$ cat src/id_remap_defs.svh
// Width and size macros for the ID remapper, included by the package, the RTL and the testbench.
`ifndef ID_REMAP_DEFS_SVH
`define ID_REMAP_DEFS_SVH

// Width of a transaction ID at the upstream port.
// It must be at least 1 bit wide.
`define IN_ID_W 6

// Number of remap table entries, which is also the number of distinct output IDs.
// It must be at least 1 and at most 2**IN_ID_W.
`define MAX_UNIQ_IDS 4

// Width of a table index and of the downstream ID.
// It must equal the ceiled binary logarithm of MAX_UNIQ_IDS, with a minimum of 1.
`define OUT_ID_W 2

// In-flight limit for one ID.
// It must be at least 1.
`define MAX_TXNS_PER_ID 3

// Counter width.
// It must be wide enough to hold MAX_TXNS_PER_ID.
`define CNT_W 2

// Payload field widths, identical on both sides of the remapper.
`define ADDR_W 32
`define DATA_W 32
`define LEN_W 8

`endif

$ cat src/id_remap_pkg.sv
// Shared types of the ID remapper: IDs, table entries and the AXI channel payload structs.
`default_nettype none

`include "id_remap_defs.svh"

package id_remap_pkg;

  // An ID as seen at the upstream port.
  typedef logic [`IN_ID_W-1:0] in_id_t;
  // An ID as seen downstream, which doubles as the table index.
  typedef logic [`OUT_ID_W-1:0] out_id_t;
  // Number of transactions in flight on one entry.
  typedef logic [`CNT_W-1:0] cnt_t;
  // One bit per table entry.
  typedef logic [`MAX_UNIQ_IDS-1:0] field_t;

  // One table entry.
  // A zero count marks the entry as free, and its input ID is then meaningless.
  typedef struct packed {
    in_id_t in_id;
    cnt_t   cnt;
  } entry_t;

  // AR or AW request on the upstream side.
  typedef struct packed {
    in_id_t              id;
    logic [`ADDR_W-1:0]  addr;
    logic [`LEN_W-1:0]   len;
  } ax_up_t;

  // AR or AW request on the downstream side, with the narrow ID.
  typedef struct packed {
    out_id_t             id;
    logic [`ADDR_W-1:0]  addr;
    logic [`LEN_W-1:0]   len;
  } ax_dn_t;

  // Read data beats.
  typedef struct packed {
    in_id_t              id;
    logic [`DATA_W-1:0]  data;
    logic                last;
  } r_up_t;

  typedef struct packed {
    out_id_t             id;
    logic [`DATA_W-1:0]  data;
    logic                last;
  } r_dn_t;

  // Write responses.
  typedef struct packed {
    in_id_t              id;
    logic [1:0]          resp;
  } b_up_t;

  typedef struct packed {
    out_id_t             id;
    logic [1:0]          resp;
  } b_dn_t;

endpackage

`default_nettype wire

$ cat src/id_remap_dir.sv
// Remap controller for one direction (AR/R or AW/B); admits requests and restores response IDs.
`default_nettype none

module id_remap_dir #(
  // Set for reads, where only the last beat of a burst retires the entry.
  parameter bit RspHasLast = 1'b1
) (
  input  wire logic                    clk_i,
  input  wire logic                    rst_ni,
  // Upstream request channel.
  input  wire id_remap_pkg::ax_up_t    up_req_i,
  input  wire logic                    up_valid_i,
  output logic                         up_ready_o,
  // Downstream request channel.
  output id_remap_pkg::ax_dn_t         dn_req_o,
  output logic                         dn_valid_o,
  input  wire logic                    dn_ready_i,
  // Response handshake as seen on both sides, plus the ID it carries downstream.
  input  wire id_remap_pkg::out_id_t   dn_rsp_id_i,
  input  wire logic                    dn_rsp_valid_i,
  input  wire logic                    rsp_ready_i,
  input  wire logic                    rsp_last_i,
  // Restored upstream response ID.
  output id_remap_pkg::in_id_t         up_rsp_id_o
);

  import id_remap_pkg::*;

  // Idle decides admission for a new request.
  // Hold replays an accepted-into-table request until downstream takes it.
  typedef enum logic {
    Idle,
    Hold
  } state_e;

  state_e  state_q;
  state_e  state_d;

  // Output ID of a request waiting in the hold state.
  out_id_t held_id_q;
  out_id_t held_id_d;

  // Table interface.
  out_id_t free_id;
  logic    full;
  logic    hit;
  out_id_t hit_id;
  logic    hit_full;
  logic    push;
  logic    pop;
  out_id_t out_id;

  // A response retires its entry once it has transferred upstream.
  // For reads this only happens on the final beat.
  assign pop = dn_rsp_valid_i && rsp_ready_i && (!RspHasLast || rsp_last_i);

  id_remap_table u_table (
    .clk_i         ( clk_i       ),
    .rst_ni        ( rst_ni      ),
    .free_id_o     ( free_id     ),
    .full_o        ( full        ),
    .lookup_id_i   ( up_req_i.id ),
    .hit_o         ( hit         ),
    .hit_id_o      ( hit_id      ),
    .hit_full_o    ( hit_full    ),
    .push_i        ( push        ),
    .push_in_id_i  ( up_req_i.id ),
    .push_out_id_i ( out_id      ),
    .pop_i         ( pop         ),
    .pop_out_id_i  ( dn_rsp_id_i ),
    .pop_in_id_o   ( up_rsp_id_o )
  );

  // Upstream keeps the payload stable while it waits, so only the ID is replaced.
  assign dn_req_o.id   = out_id;
  assign dn_req_o.addr = up_req_i.addr;
  assign dn_req_o.len  = up_req_i.len;

  always_comb begin
    state_d    = state_q;
    held_id_d  = held_id_q;
    dn_valid_o = 1'b0;
    up_ready_o = 1'b0;
    push       = 1'b0;
    out_id     = '0;

    unique case (state_q)
      Idle: begin
        // A request with an in-flight ID must reuse that output ID to keep its order.
        // A new ID takes the lowest free entry instead.
        out_id = hit ? hit_id : free_id;
        if (up_valid_i && (hit ? !hit_full : !full)) begin
          dn_valid_o = 1'b1;
          up_ready_o = dn_ready_i;
          // The entry is claimed now, whether or not downstream takes the request yet.
          push       = 1'b1;
          if (!dn_ready_i) begin
            held_id_d = out_id;
            state_d   = Hold;
          end
        end
      end

      Hold: begin
        // No second push here; the table already counts this request.
        out_id     = held_id_q;
        dn_valid_o = 1'b1;
        up_ready_o = dn_ready_i;
        if (dn_ready_i) begin
          state_d = Idle;
        end
      end
    endcase
  end

  always_ff @(posedge clk_i or negedge rst_ni) begin
    if (!rst_ni) begin
      state_q <= Idle;
    end else begin
      state_q <= state_d;
    end
  end

  always_ff @(posedge clk_i) begin
    held_id_q <= held_id_d;
  end

  // AXI requires a pending request to stay put, ID included, until it is taken.
  assert property (@(posedge clk_i) disable iff (!rst_ni)
      dn_valid_o && !dn_ready_i |=> dn_valid_o && $stable(dn_req_o.id))
    else $error("Held downstream request dropped valid or changed its ID.");

  // A request is taken from upstream exactly when it leaves downstream.
  // In the hold state this also relies on upstream keeping its valid high.
  assert property (@(posedge clk_i) disable iff (!rst_ni)
      (up_valid_i && up_ready_o) == (dn_valid_o && dn_ready_i))
    else $error("Upstream and downstream request transfers are not paired.");

endmodule

`default_nettype wire

$ cat src/id_remap_table.sv
// Remap table for one direction; maps output IDs back to input IDs and counts their transactions.
`default_nettype none

`include "id_remap_defs.svh"

module id_remap_table (
  input  wire logic                    clk_i,
  input  wire logic                    rst_ni,
  // Lowest free output ID, valid only while the table is not full.
  output id_remap_pkg::out_id_t        free_id_o,
  output logic                         full_o,
  // Lookup of an upstream ID among the busy entries.
  input  wire id_remap_pkg::in_id_t    lookup_id_i,
  output logic                         hit_o,
  output id_remap_pkg::out_id_t        hit_id_o,
  output logic                         hit_full_o,
  // Allocation of one more transaction on an entry.
  input  wire logic                    push_i,
  input  wire id_remap_pkg::in_id_t    push_in_id_i,
  input  wire id_remap_pkg::out_id_t   push_out_id_i,
  // Retirement of one transaction, with the input ID of that entry returned.
  input  wire logic                    pop_i,
  input  wire id_remap_pkg::out_id_t   pop_out_id_i,
  output id_remap_pkg::in_id_t         pop_in_id_o
);

  import id_remap_pkg::*;

  // Returns the index of the lowest set bit.
  // The result is zero when no bit is set, so callers check the vector separately.
  function automatic out_id_t lowest_set(field_t bits);
    out_id_t idx;
    idx = '0;
    for (int i = `MAX_UNIQ_IDS - 1; i >= 0; i--) begin
      if (bits[i]) begin
        idx = out_id_t'(i);
      end
    end
    return idx;
  endfunction

  // The table is indexed by output ID.
  entry_t [`MAX_UNIQ_IDS-1:0] table_q;
  entry_t [`MAX_UNIQ_IDS-1:0] table_d;

  // One bit per entry whose count is zero.
  field_t free;
  // One bit per busy entry that holds the looked-up input ID.
  field_t match;

  for (genvar i = 0; i < `MAX_UNIQ_IDS; i++) begin : gen_flags
    assign free[i]  = (table_q[i].cnt == '0);
    // A free entry may still carry an old input ID, so the count takes part in the match.
    assign match[i] = (table_q[i].cnt != '0) && (table_q[i].in_id == lookup_id_i);
  end

  // Free search.
  // Taking the lowest index keeps the downstream ID space dense.
  assign free_id_o = lowest_set(free);
  assign full_o    = ~|free;

  // Lookup.
  // At most one entry can match, so the lowest-bit search simply encodes it.
  assign hit_o      = |match;
  assign hit_id_o   = lowest_set(match);
  assign hit_full_o = (table_q[hit_id_o].cnt == cnt_t'(`MAX_TXNS_PER_ID));

  // The response side restores its ID straight from the entry it names.
  assign pop_in_id_o = table_q[pop_out_id_i].in_id;

  // Next table state.
  // A push and a pop in the same cycle may hit the same entry, in which case the count holds.
  always_comb begin
    table_d = table_q;
    if (push_i) begin
      table_d[push_out_id_i].in_id = push_in_id_i;
      table_d[push_out_id_i].cnt   = table_d[push_out_id_i].cnt + cnt_t'(1);
    end
    if (pop_i) begin
      table_d[pop_out_id_i].cnt = table_d[pop_out_id_i].cnt - cnt_t'(1);
    end
  end

  // After reset every count is zero, so every entry is free.
  always_ff @(posedge clk_i or negedge rst_ni) begin
    if (!rst_ni) begin
      table_q <= '0;
    end else begin
      table_q <= table_d;
    end
  end

  // The controller must only push to a free entry or to the one already owning the input ID.
  // Otherwise two input IDs would share an output ID and responses would be misrouted.
  assert property (@(posedge clk_i) disable iff (!rst_ni)
      push_i |-> (table_q[push_out_id_i].cnt == '0) ||
                 (table_q[push_out_id_i].in_id == push_in_id_i))
    else $error("Push to an entry owned by another input ID.");

  // The controller's admission check must keep every count within the limit.
  assert property (@(posedge clk_i) disable iff (!rst_ni)
      push_i |-> table_q[push_out_id_i].cnt < cnt_t'(`MAX_TXNS_PER_ID))
    else $error("Push beyond the per-ID in-flight limit.");

  // A response downstream must belong to a transaction that was issued.
  assert property (@(posedge clk_i) disable iff (!rst_ni)
      pop_i |-> table_q[pop_out_id_i].cnt != '0)
    else $error("Pop of an entry with no transaction in flight.");

  // Uniqueness of input IDs over time follows from the push rule above.
  assert property (@(posedge clk_i) disable iff (!rst_ni)
      $onehot0(match))
    else $error("Input ID found in more than one table entry.");

endmodule

`default_nettype wire

$ cat src/id_remap_top.sv
// Top level of the AXI ID remapper; one controller for reads and one for writes.
`default_nettype none

module id_remap_top (
  input  wire logic                    clk_i,
  input  wire logic                    rst_ni,
  // Upstream AR.
  input  wire id_remap_pkg::ax_up_t    ar_req_i,
  input  wire logic                    ar_valid_i,
  output logic                         ar_ready_o,
  // Upstream AW.
  input  wire id_remap_pkg::ax_up_t    aw_req_i,
  input  wire logic                    aw_valid_i,
  output logic                         aw_ready_o,
  // Upstream R.
  output id_remap_pkg::r_up_t          r_rsp_o,
  output logic                         r_valid_o,
  input  wire logic                    r_ready_i,
  // Upstream B.
  output id_remap_pkg::b_up_t          b_rsp_o,
  output logic                         b_valid_o,
  input  wire logic                    b_ready_i,
  // Downstream AR.
  output id_remap_pkg::ax_dn_t         ar_req_o,
  output logic                         ar_valid_o,
  input  wire logic                    ar_ready_i,
  // Downstream AW.
  output id_remap_pkg::ax_dn_t         aw_req_o,
  output logic                         aw_valid_o,
  input  wire logic                    aw_ready_i,
  // Downstream R.
  input  wire id_remap_pkg::r_dn_t     r_rsp_i,
  input  wire logic                    r_valid_i,
  output logic                         r_ready_o,
  // Downstream B.
  input  wire id_remap_pkg::b_dn_t     b_rsp_i,
  input  wire logic                    b_valid_i,
  output logic                         b_ready_o
);

  import id_remap_pkg::*;

  // Input IDs restored by each table.
  in_id_t rd_rsp_id;
  in_id_t wr_rsp_id;

  // Response handshakes pass straight through in both directions.
  assign r_valid_o = r_valid_i;
  assign r_ready_o = r_ready_i;
  assign b_valid_o = b_valid_i;
  assign b_ready_o = b_ready_i;

  // Only the ID of a response changes on its way up.
  assign r_rsp_o.id   = rd_rsp_id;
  assign r_rsp_o.data = r_rsp_i.data;
  assign r_rsp_o.last = r_rsp_i.last;
  assign b_rsp_o.id   = wr_rsp_id;
  assign b_rsp_o.resp = b_rsp_i.resp;

  // Read direction; a burst retires only on its last beat.
  id_remap_dir #(
    .RspHasLast ( 1'b1 )
  ) u_rd_dir (
    .clk_i          ( clk_i        ),
    .rst_ni         ( rst_ni       ),
    .up_req_i       ( ar_req_i     ),
    .up_valid_i     ( ar_valid_i   ),
    .up_ready_o     ( ar_ready_o   ),
    .dn_req_o       ( ar_req_o     ),
    .dn_valid_o     ( ar_valid_o   ),
    .dn_ready_i     ( ar_ready_i   ),
    .dn_rsp_id_i    ( r_rsp_i.id   ),
    .dn_rsp_valid_i ( r_valid_i    ),
    .rsp_ready_i    ( r_ready_i    ),
    .rsp_last_i     ( r_rsp_i.last ),
    .up_rsp_id_o    ( rd_rsp_id    )
  );

  // Write direction; every B retires its entry, so the last input is tied high.
  id_remap_dir #(
    .RspHasLast ( 1'b0 )
  ) u_wr_dir (
    .clk_i          ( clk_i        ),
    .rst_ni         ( rst_ni       ),
    .up_req_i       ( aw_req_i     ),
    .up_valid_i     ( aw_valid_i   ),
    .up_ready_o     ( aw_ready_o   ),
    .dn_req_o       ( aw_req_o     ),
    .dn_valid_o     ( aw_valid_o   ),
    .dn_ready_i     ( aw_ready_i   ),
    .dn_rsp_id_i    ( b_rsp_i.id   ),
    .dn_rsp_valid_i ( b_valid_i    ),
    .rsp_ready_i    ( b_ready_i    ),
    .rsp_last_i     ( 1'b1         ),
    .up_rsp_id_o    ( wr_rsp_id    )
  );

endmodule

`default_nettype wire

$ cat config.mk
export PLATFORM = sky130hd
export DESIGN_NAME = id_remap_top
export DESIGN_NICKNAME = d
export VERILOG_FILES = /design/src/id_remap_pkg.sv /design/src/id_remap_dir.sv /design/src/id_remap_table.sv /design/src/id_remap_top.sv
export VERILOG_INCLUDE_DIRS = /design/src
export SDC_FILE = /design/constraint.sdc
export NUM_CORES = 1
export LEC_CHECK = 0
export BUFFER_PORTS_ARGS = -buffer_cell sky130_fd_sc_hd__buf_2
export CORE_ASPECT_RATIO = 0.75
export CORE_MARGIN = 2
export CORE_UTILIZATION = 45
export CTS_BUF_LIST = sky130_fd_sc_hd__clkbuf_16
export DETAILED_ROUTE_END_ITERATION = 8
export HOLD_SLACK_MARGIN = 0.15
export PLACE_DENSITY = 0.79
export SLEW_MARGIN = 5
export SYNTH_ARGS = -nofsm -noshare
export SYNTH_HDL_FRONTEND = slang
export SYNTH_SLANG_ARGS = --single-unit
$ cat constraint.sdc
create_clock -name clk_i -period 10.2 [get_ports clk_i]
set_input_delay 3.06 -clock clk_i [delete_from_list [all_inputs] [get_ports clk_i]]
set_output_delay 3.06 -clock clk_i [all_outputs]
set_load 0.02 [all_outputs]
==> results of run 1 <==
## layer usage
layer | routed length (microns) | share of wire (%) | vias to the layer above
li1 | - | - | 1649
met1 | 5105 | 40 | 1771
met2 | 5496 | 44 | 229
met3 | 1384 | 11 | 66
met4 | 612 | 4.9 | 2
met5 | 11 | 0.087 | -
## power breakdown
part	leakage (uW)	total, uW	switching [uW]	internal, uW
Sequential	0.000828	578	154	424
Clock	0.000149	330	118	212
Combinational	0.00118	927	499	428
## cells in the final DEF (no fill, tap or decap), drive strengths merged, types with 6 or more instances in the layout
master,n
dfrtp,66
buf,53
mux2,50
xnor2,42
nand2,28
nor2,22
xor2,18
o21ai,15
o31ai,14
mux4,12
nor3,12
nand3,12
inv,11
clkbuf,9
a211oi,8
mux2i,7
nor3b,6
nand4,6
and2,6
## area by class of cell
cell class	count	area (sq um)
repair buffers	53	270.3
clock buffers	9	225.2
inverters	11	41.29
clock inverters	7	88.84
well taps	166	207.7
diodes	1	2.502
flip-flops and latches	70	1772
fillers	1162	6970
multi-input cells	320	2684
## logic make-up (layout without fill, tap and decap cells)
group	Yosys count	in the layout	share of synthesized area, %
muxes	69	69	16.04
xor gates and xnor gates	60	60	9.331
DFF	70	70	31.46
other	0	1	0
and+or+nand+nor	123	123	12.86
buffers and inverters	159	80	20.88
AOI/OAI and AO/OA	68	68	9.420
## how the worst min path moves through the flow
stage	endpoint	depth (start not counted)	startpoint	slack, ns
floorplan	register	1	register	0.52
global placement	register	1	register	0.53
detailed placement	register	1	register	0.54
CTS	register	1	register	0.55
global route	register	1	register	0.57
finish	register	1	register	0.55
## through the flow
| step | area (sq um) | hold WS (ns) |
|---|---|---|
| final | 5291 | 0.5519 |
| after CTS | 5289 | 0.5536 |
| after detailed placement | 4975 | 0.5388 |
| after global routing | 5291 | 0.5687 |
| after global placement | 4975 | 0.5300 |
| after floorplan | 5632 | 0.5170 |
==> metrics.md, run 1 <==
| Metric | Value |
|---|---|
| Detailed Routing Iterations Pass 1 | `5` |
| CP Class | `input port to output port` |
| Final wirelength | `~13 mm` |
| Post-synth EDFFs | `4` |
| Synth-to-layout area growth | `-6.043%` |
| Setup crit end kind | `output port` |
| Post-route worst setup slack | `1.880 ns` |
| Via density | `5.835` |
| CTS clock-pin slew for the worst setup and hold paths | `around 0.060 ns` |
| Initial antenna violation count | `2` |
| Layout cell share with drive strength beyond 1 | `around 34%` |
| CTS root buf | `clkbuf_16` |
| Fin crit share | `slightly above 80%` |
| Power per cell area | `roughly 350 nW/um^2` |
| Initial Util | `45.93%` |
| Clock buffer depth | `2` |
| Hold Vio Cnt, Final | `0` |
| Worst path buffer plus inverter count | `2` |
| Max Cap Viol | `0` |
| Seq/Total Area, Yosys | `about a third` |
| Reg2Reg Launch Point | `u_wr_dir.u_table.table_q[0]$_DFF_PN0_` |
| CP delay by family, top | `simple AND/OR/NAND/NOR gates` |
| CP Cell Sequence | `buf_2, xor2_1, or4_1, or2_0, nand3_1, and4bb_4, nor3_1, nor2b_1, buf_2` |
| Number of global-route vias before repair | `about 3.8k` |
| Global route hottest layer | `met2` |
| First-pass GRT wire length | `a little over 20 mm` |
| Die Y | `between 100 and 150 microns` |
| Core Box Area | `12260 sq um` |
| Postcts setup bufs | `0` |
| Worst vdd ir | `0.0001080 V` |
| Post-synth top area cell | `dfrtp_1` |
| Crit-path max FO | `8` |
| Worst path max stage delay | `approximately 0.54 ns` |
| Outcome | `finished, final reports clean` |
| Synthesized area per cell | `10.26 sq um` |
| R2r setup slk | `just under 7 ns` |
| Arrival time worst endpoint | `5.26 ns` |
| Top_reg_cell synth | `dfrtp_1` |
| Crit. path cell count | `9` |
| Req. time, crit path | `7.14 ns` |
| Fmax | `120.2 MHz` |
| CP dominant cell by count | `buf_2` |
| Tmin final | `between 8 and 9 ns` |
| Max-slew violations | `0` |
| Horizontal die dimension | `133.2 microns` |
| Synth async-reset ratio | `~94%` |
| Die area | `13430 sq um` |
| Leak | `0.002161 uW` |
| Top cells by count, synth | `buf_4, dfrtp_1, mux2_2` |
| Fin cells | `637` |
| PostCTS Resize Cnt | `0` |
| Slew headroom | `a little under two fifths` |
| Post-synth top area share | `approximately 29%` |
| Synth cell types | `a little under 70` |
| Pre-CTS WS | `1.898 ns` |
| Crit-path slowest cell | `or4_1` |
| GRT met1 Usage | `roughly a quarter` |
| # IOs | `between 200 and 300` |
| Synthesized flop and latch total | `70` |
| Top-count cell post-synth | `buf_4` |
| DRT antenna net count | `0` |
| # clock sinks | `70` |
| PortBufs | `51` |
| Hold Path Class | `register to register` |
| Grt total ovfl | `0` |
| Setup crit end | `aw_ready_o` |
| Detailed Route Iter0 Violations | `235` |
| CTS tree | `done` |
| Mapped cell area | `~5600 sq um` |
| Global-route track usage on met3 | `~6.7%` |
| Reg2reg path depth | `10` |
| Rows | `35` |
| Pin count of the biggest net entering global routing | `67` |
| Synth top area cells | `dfrtp_1, buf_4, mux2_2` |
| GRT Total Usage | `between 10% and 20%` |
| Residual DRC | `0` |
| Routability congestion estimate | `0.9235` |
| Nets | `606` |
| Syn nets | `~700` |
| Setup Skew | `a little over 0.007 ns` |
| H-tree levels | `3` |
| Per-cell routed wire length | `19.79 microns` |
| Final setup viols | `0` |
| Worst-Skew Late Latency | `0.33 ns` |
| Crit start category | `input port` |
| Post-DP HPWL | `a little over 9 mm` |
| Met2 usage | `~28%` |
| Critical R2R Capture | `u_wr_dir.u_table.table_q[25]$_DFF_PN0_` |
| Vias | `3717` |
| Total power | `1836 uW` |
| # hold bufs at CTS | `0` |
| Worst Max-Slew Pin Slew | `0.9432 ns` |
| Crit path launch | `aw_req_i[43]` |
| Final Core Density | `between 40% and 50%` |
| Placed insts | `620` |
| CTS Buf Count | `9` |
| Cells after Synth | `549` |
| Synthesis Warnings | `0` |
| Post-route setup TNS | `0 ns` |
| RSZ-0062 raised after global routing | `false` |
(Power assumes the default switching activity.)
==> run 2: changes to the inputs <==
ABC_AREA = 1   (was default)
PLACE_DENSITY = 0.77   (was 0.79)
clock period = 8.65 ns   (was 10.2 ns; I/O delays follow)
==> metrics.md, run 2 <==
| Metric | Value |
|---|---|
| Outcome | `finished, final reports clean` |
| Vias | `5494` |
| Fillers | `between 1k and 1.5k` |
| Worst vdd ir | `between 0.0002 and 0.00025 V` |
| Pin count of the biggest net entering global routing | `67` |
| Via density | `5.232` |
| Mapped cell area | `6232 sq um` |
| Post-synthesis mux area share | `0%` |
| GRT Total Usage | `about 21%` |
| Residual DRC | `0` |
| Post-synth top area cell | `dfrtp_1` |
| Post-route setup TNS | `0 ns` |
| Hold Vio Cnt, Final | `0` |
| Final setup viols | `0` |
| Number of global-route vias before repair | `5014` |
| Grt total ovfl | `0` |
| Final wirelength | `around 15 mm` |
| Setup Skew | `around 0.011 ns` |
| Initial Util | `a little under half` |
| H-tree levels | `3` |
| Postcts setup bufs | `0` |
| Leak | `roughly 0.0032 uW` |
| Arrival time worst endpoint | `between 4 and 5 ns` |
| Crit-path max FO | `8` |
| Synthesized flop and latch total | `70` |
| Total power | `2418 uW` |
| Synth cell types | `37` |
| Reg2reg path depth | `22` |
| Synth async-reset ratio | `about 94%` |
| First-pass GRT wire length | `between 20 and 30 mm` |
| CTS clock-pin slew for the worst setup and hold paths | `around 0.060 ns` |
| Synthesized area per cell | `6.581 sq um` |
| Tmin final | `just under 7 ns` |
| Seq/Total Area, Yosys | `between 20% and 30%` |
| Max-slew violations | `0` |
| Crit path launch | `ar_req_i[42]` |
| Post-route cell area | `between 5000 and 6000 sq um` |
| Cells after Synth | `947` |
| Worst Hold Path Cells | `2` |
| Req. time, crit path | `a little over 6 ns` |
| Post-synth EDFFs | `4` |
| RSZ-0062 raised after global routing | `false` |
| Critical R2R Capture | `u_wr_dir.u_table.table_q[25]$_DFF_PN0_` |
| Top cells by count, synth | `nand2_1, buf_4, inv_1` |
| Die Y | `roughly 110 microns` |
| Ant. Diodes | `0` |
| Power per cell area | `between 400 and 500 nW/um^2` |
| Horizontal die dimension | `between 100 and 150 microns` |
| Most frequent cells in the layout | `nand2_1, inv_1, nand3_1` |
| # clock sinks | `70` |
| Crit start category | `input port` |
| Reg2Reg Launch Point | `u_wr_dir.u_table.table_q[25]$_DFF_PN0_` |
| CP Class | `input port to output port` |
| CTS tree | `done` |
| Synthesis Warnings | `0` |
| Worst-Skew Late Latency | `0.35 ns` |
| Worst Max-Slew Pin Slew | `a little over 0.9 ns` |
| CTS root buf | `clkbuf_16` |
| PostCTS Resize Cnt | `0` |
| Fmax | `about 150 MHz` |
| Synth top area cells | `dfrtp_1, nand2_1, buf_4` |
| Detailed Routing Iterations Pass 1 | `6` |
| Top-count cell post-synth | `nand2_1` |
| Pre-CTS WS | `1.789 ns` |
| Placed Instance Area | `about 5700 sq um` |
| Initial antenna violation count | `0` |
| Post-route worst setup slack | `approximately 1.8 ns` |
| Largest family of logic cells by synthesized area | `simple AND/OR/NAND/NOR gates` |
| Clock buffer depth | `2` |
| Setup crit end kind | `output port` |
| R2r setup slk | `approximately 5.4 ns` |
| PortBufs | `just over 50` |
| Synth-to-layout area growth | `-3.875%` |
| Post-synth top area share | `a little over a quarter` |
| Nets | `roughly 1.0k` |
| # hold bufs at CTS | `0` |
| Post-synthesis simple-gate area fraction | `between 30% and 40%` |
| Commonest non-fill, non-tap cell in the layout | `nand2_1` |
| Rows | `37` |
| Layout cell share with drive strength beyond 1 | `15.54%` |
| CTS Buf Count | `9` |
| Slew headroom | `38.61%` |
| Detailed Route Iter0 Violations | `~650` |
| DRT antenna net count | `0` |
| Post-DP HPWL | `around 12 mm` |
| Routability congestion estimate | `about 0.95` |
| Top_reg_cell synth | `dfrtp_1` |
| Syn nets | `1088` |
| Fin crit share | `between 70% and 80%` |
| Max Cap Viol | `0` |
| Post-synthesis compound-gate area fraction | `slightly below 9%` |
| Post-Synth XOR/XNOR Area | `approximately 1.5%` |
| Adder and majority cell fraction of the synthesized area | `0%` |
| Hold Path Class | `register to register` |
| Die area | `14820 sq um` |
| # IOs | `280` |
| Core Box Area | `between 10000 and 15000 sq um` |
| Per-cell routed wire length | `~15 microns` |
-- run 2: cell count changes after synthesis, sizes merged, moves of 13 or more --
cell	previous run	this run
xnor2	42	10
mux2	50	0
o31ai	14	0
o21ai	15	59
nand3	12	80
nand2	28	327
inv	11	116
nor2	22	84
xor2	18	1
a22oi	0	13
-- run 2: through the flow --
step           utilization [%]  hold WS (ns)  std cells
2_1_floorplan                -        0.4746        947
3_3_place_gp             41.80        0.5026       1034
3_5_place_dp             41.80        0.5048       1034
4_1_cts                  44.02        0.5205       1050
5_1_grt                  44.02        0.5716       1050
6_report                 44.02        0.5223       1050
-- run 2: critical path, stage by stage --
cell	delay, ns
buf_2	0.18
inv_4	0.07
nand2_2	0.06
nand2_1	0.05
nor2_1	0.10
nand2_1	0.08
nor2_2	0.12
nand2_1	0.08
nand2_2	0.09
nand2_4	0.07
nand3_1	0.07
nand3_1	0.09
nand3_2	0.14
nand2_1	0.11
a21boi_0	0.16
buf_2	0.19
-- run 2: cells by family after synthesis --
logic type / Yosys count
flops: 70
simple gates: 514
xor+xnor: 11
compound gates: 95
buf+inv: 257
-- run 2: routing by layer --
layer,routed length (microns),global-route usage [%]
met1,7265,31.53
met2,5946,28.50
met3,1822,7.838
met4,409,7.857
met5,0,0
-- run 2: final cells by class --
type,instances,area (sq um),share of cell area [%]
sequential,70,1772,29.57
inverter,117,446.7,7.456
multi-input combinational,620,2989,49.90
clock buffer,9,225.2,3.759
clock inverter,7,76.32,1.274
tap,175,219.0,3.655
timing repair buffer,52,262.8,4.386
-- run 2: worst max-delay path by stage --
stage,end
CTS,ar_ready_o
finish,ar_ready_o
global route,ar_ready_o
global placement,ar_ready_o
floorplan,ar_ready_o
detailed placement,ar_ready_o
-- run 2: where the power goes --
part	switching [uW]	total [uW]	internal [uW]
Clock	171	377	205
Combinational	981	1430	447
Sequential	117	613	496
Total	1270	2420	1150
==> run 3: changes to the inputs <==
CORE_UTILIZATION = 44   (was 45)
PLACE_DENSITY = 0.78   (was 0.77)
clock period = 6.14 ns   (was 8.65 ns; I/O delays follow)
==> metrics.md, run 3 (same netlist as run 2, synthesis figures left out) <==
| Metric | Value |
|---|---|
| Outcome | `finished, final reports clean` |
| # IOs | `280` |
| PostCTS Resize Cnt | `0` |
| Worst vdd ir | `slightly below 0.0002 V` |
| Layout cell share with drive strength beyond 1 | `15.20%` |
| Detailed Route Iter0 Violations | `just under 600` |
| Synth-to-layout area growth | `-3.774%` |
| Die Y | `roughly 110 microns` |
| Fin crit share | `~90%` |
| RSZ-0062 raised after global routing | `false` |
| Grt total ovfl | `0` |
| Pin count of the biggest net entering global routing | `67` |
| PortBufs | `51` |
| Max-slew violations | `0` |
| Per-cell routed wire length | `around 15 microns` |
| Detailed Routing Iterations Pass 1 | `5` |
| Total power | `about 3400 uW` |
| Commonest non-fill, non-tap cell in the layout | `nand2_1` |
| CTS root buf | `clkbuf_16` |
| Routability congestion estimate | `just under 1` |
| Horizontal die dimension | `~140 microns` |
| H-tree levels | `3` |
| Setup crit end kind | `output port` |
| Post-route worst setup slack | `around 0.66 ns` |
| Pre-CTS WS | `about 0.74 ns` |
| Worst-Skew Late Latency | `around 0.34 ns` |
| GRT Total Usage | `~22%` |
| Fmax | `182.6 MHz` |
| Clock buffer depth | `2` |
| Post-DP HPWL | `12.45 mm` |
| Setup crit end | `aw_ready_o` |
| Reg2reg path depth | `21` |
| DRT antenna net count | `0` |
| R2r setup slk | `~2.8 ns` |
| Residual DRC | `0` |
| # hold bufs at CTS | `0` |
| Tmin final | `approximately 5.5 ns` |
| Via density | `a little over 5` |
| Critical R2R Capture | `u_wr_dir.u_table.table_q[17]$_DFF_PN0_` |
| Max Cap Viol | `0` |
| Slew headroom | `between 30% and 40%` |
| Fin cells | `roughly 1.1k` |
| # clock sinks | `70` |
| CP Class | `input port to output port` |
| First-pass GRT wire length | `about 26 mm` |
| Worst hold slack | `roughly 0.54 ns` |
| Final wirelength | `16.03 mm` |
| Hold Vio Cnt, Final | `0` |
| Hold Path Class | `register to register` |
| Placed insts | `slightly above 1k` |
| Initial Util | `45.18%` |
| Vias | `roughly 5.4k` |
| Setup Skew | `0.006797 ns` |
| Crit path launch | `aw_req_i[41]` |
| Worst Max-Slew Pin Slew | `0.9409 ns` |
| Initial antenna violation count | `0` |
| Ant. Diodes | `0` |
| Die area | `around 15000 sq um` |
| CTS Buf Count | `9` |
| Most frequent cells in the layout | `nand2_1, inv_1, nand3_1` |
| Power per cell area | `roughly 570 nW/um^2` |
| Number of global-route vias before repair | `4837` |
| Core Box Area | `about 14000 sq um` |
| CTS tree | `done` |
| Arrival time worst endpoint | `approximately 3.6 ns` |
| Reg2Reg Launch Point | `u_wr_dir.u_table.table_q[17]$_DFF_PN0_` |
| Rows | `37` |
| Crit start category | `input port` |
| Final setup viols | `0` |
| Postcts setup bufs | `0` |
| Nets | `just over 1k` |
| Leak | `0.003195 uW` |
| Crit-path max FO | `10` |
| Fillers | `1402` |
| Req. time, crit path | `4.30 ns` |
| CTS clock-pin slew for the worst setup and hold paths | `approximately 0.060 ns` |
| Post-route setup TNS | `0 ns` |
==> run 3: changes by cell type in the layout (fill, tap and decap cells not counted) <==
cell | previous run | this run
bufinv_16 | 0 | 1
clkbuf_16 | 9 | 10
clkinv_1 | 1 | 4
clkinv_4 | 1 | 0
clkinv_8 | 1 | 0
clkinvlp_4 | 0 | 1
inv_6 | 2 | 1
inv_8 | 3 | 0
==> run 3: worst min-delay path by stage <==
| stage | startpoint | end | slack (ns) | cells after the start |
|---|---|---|---|---|
| global route | register | register | 0.56 | 2 |
| global placement | register | register | 0.50 | 2 |
| detailed placement | register | register | 0.53 | 2 |
| CTS | register | register | 0.54 | 2 |
| floorplan | register | register | 0.47 | 2 |
| finish | register | register | 0.54 | 2 |
==> run 3: final cells by class <==
| class | instances | area [sq um] | share of cell area, % |
|---|---|---|---|
| clock buffer | 10 | 250.2 | 4.173 |
| clock inverter | 6 | 57.56 | 0.9597 |
| inverter | 117 | 446.7 | 7.448 |
| multi-input combinational | 620 | 2989 | 49.84 |
| sequential | 70 | 1772 | 29.54 |
| tap | 175 | 219.0 | 3.651 |
| timing repair buffer | 52 | 262.8 | 4.381 |
==> run 3: layer usage <==
metal	global-route usage, %	routed length (microns)	up-vias
met5	0	0	-
met4	8.571	353	0
met3	7.727	1853	35
met2	28.54	6230	248
met1	32.54	7592	2458
li1	-	-	2700
==> run 3: power by group <==
group	switching (uW)	total [uW]	internal, uW	leakage, uW
logic	1390	2020	630	0.00221
clock network	203	539	336	0.000147
registers	168	867	699	0.000840
==> run 3: per-stage QoR <==
step           instance area, sq um  util (%)
4_1_cts                        5997     43.47
5_1_grt                        5997     43.47
6_report                       5997     43.47
2_1_floorplan                  6232         -
3_3_place_gp                   5689     41.24
3_5_place_dp                   5689     41.24
==> run 3: critical path, stage by stage <==
cell	delay (ns)
buf_2	0.20
inv_2	0.07
nand2_1	0.06
nand2_1	0.05
nor2_1	0.13
nand2_1	0.08
nor2_2	0.15
nand2_1	0.09
nand2_2	0.08
nand2_2	0.09
nand2_1	0.07
nand2_1	0.05
nand2_1	0.07
nand3_2	0.10
nand2_1	0.08
nand2_1	0.09
inv_1	0.12
nor2_1	0.04
buf_2	0.15
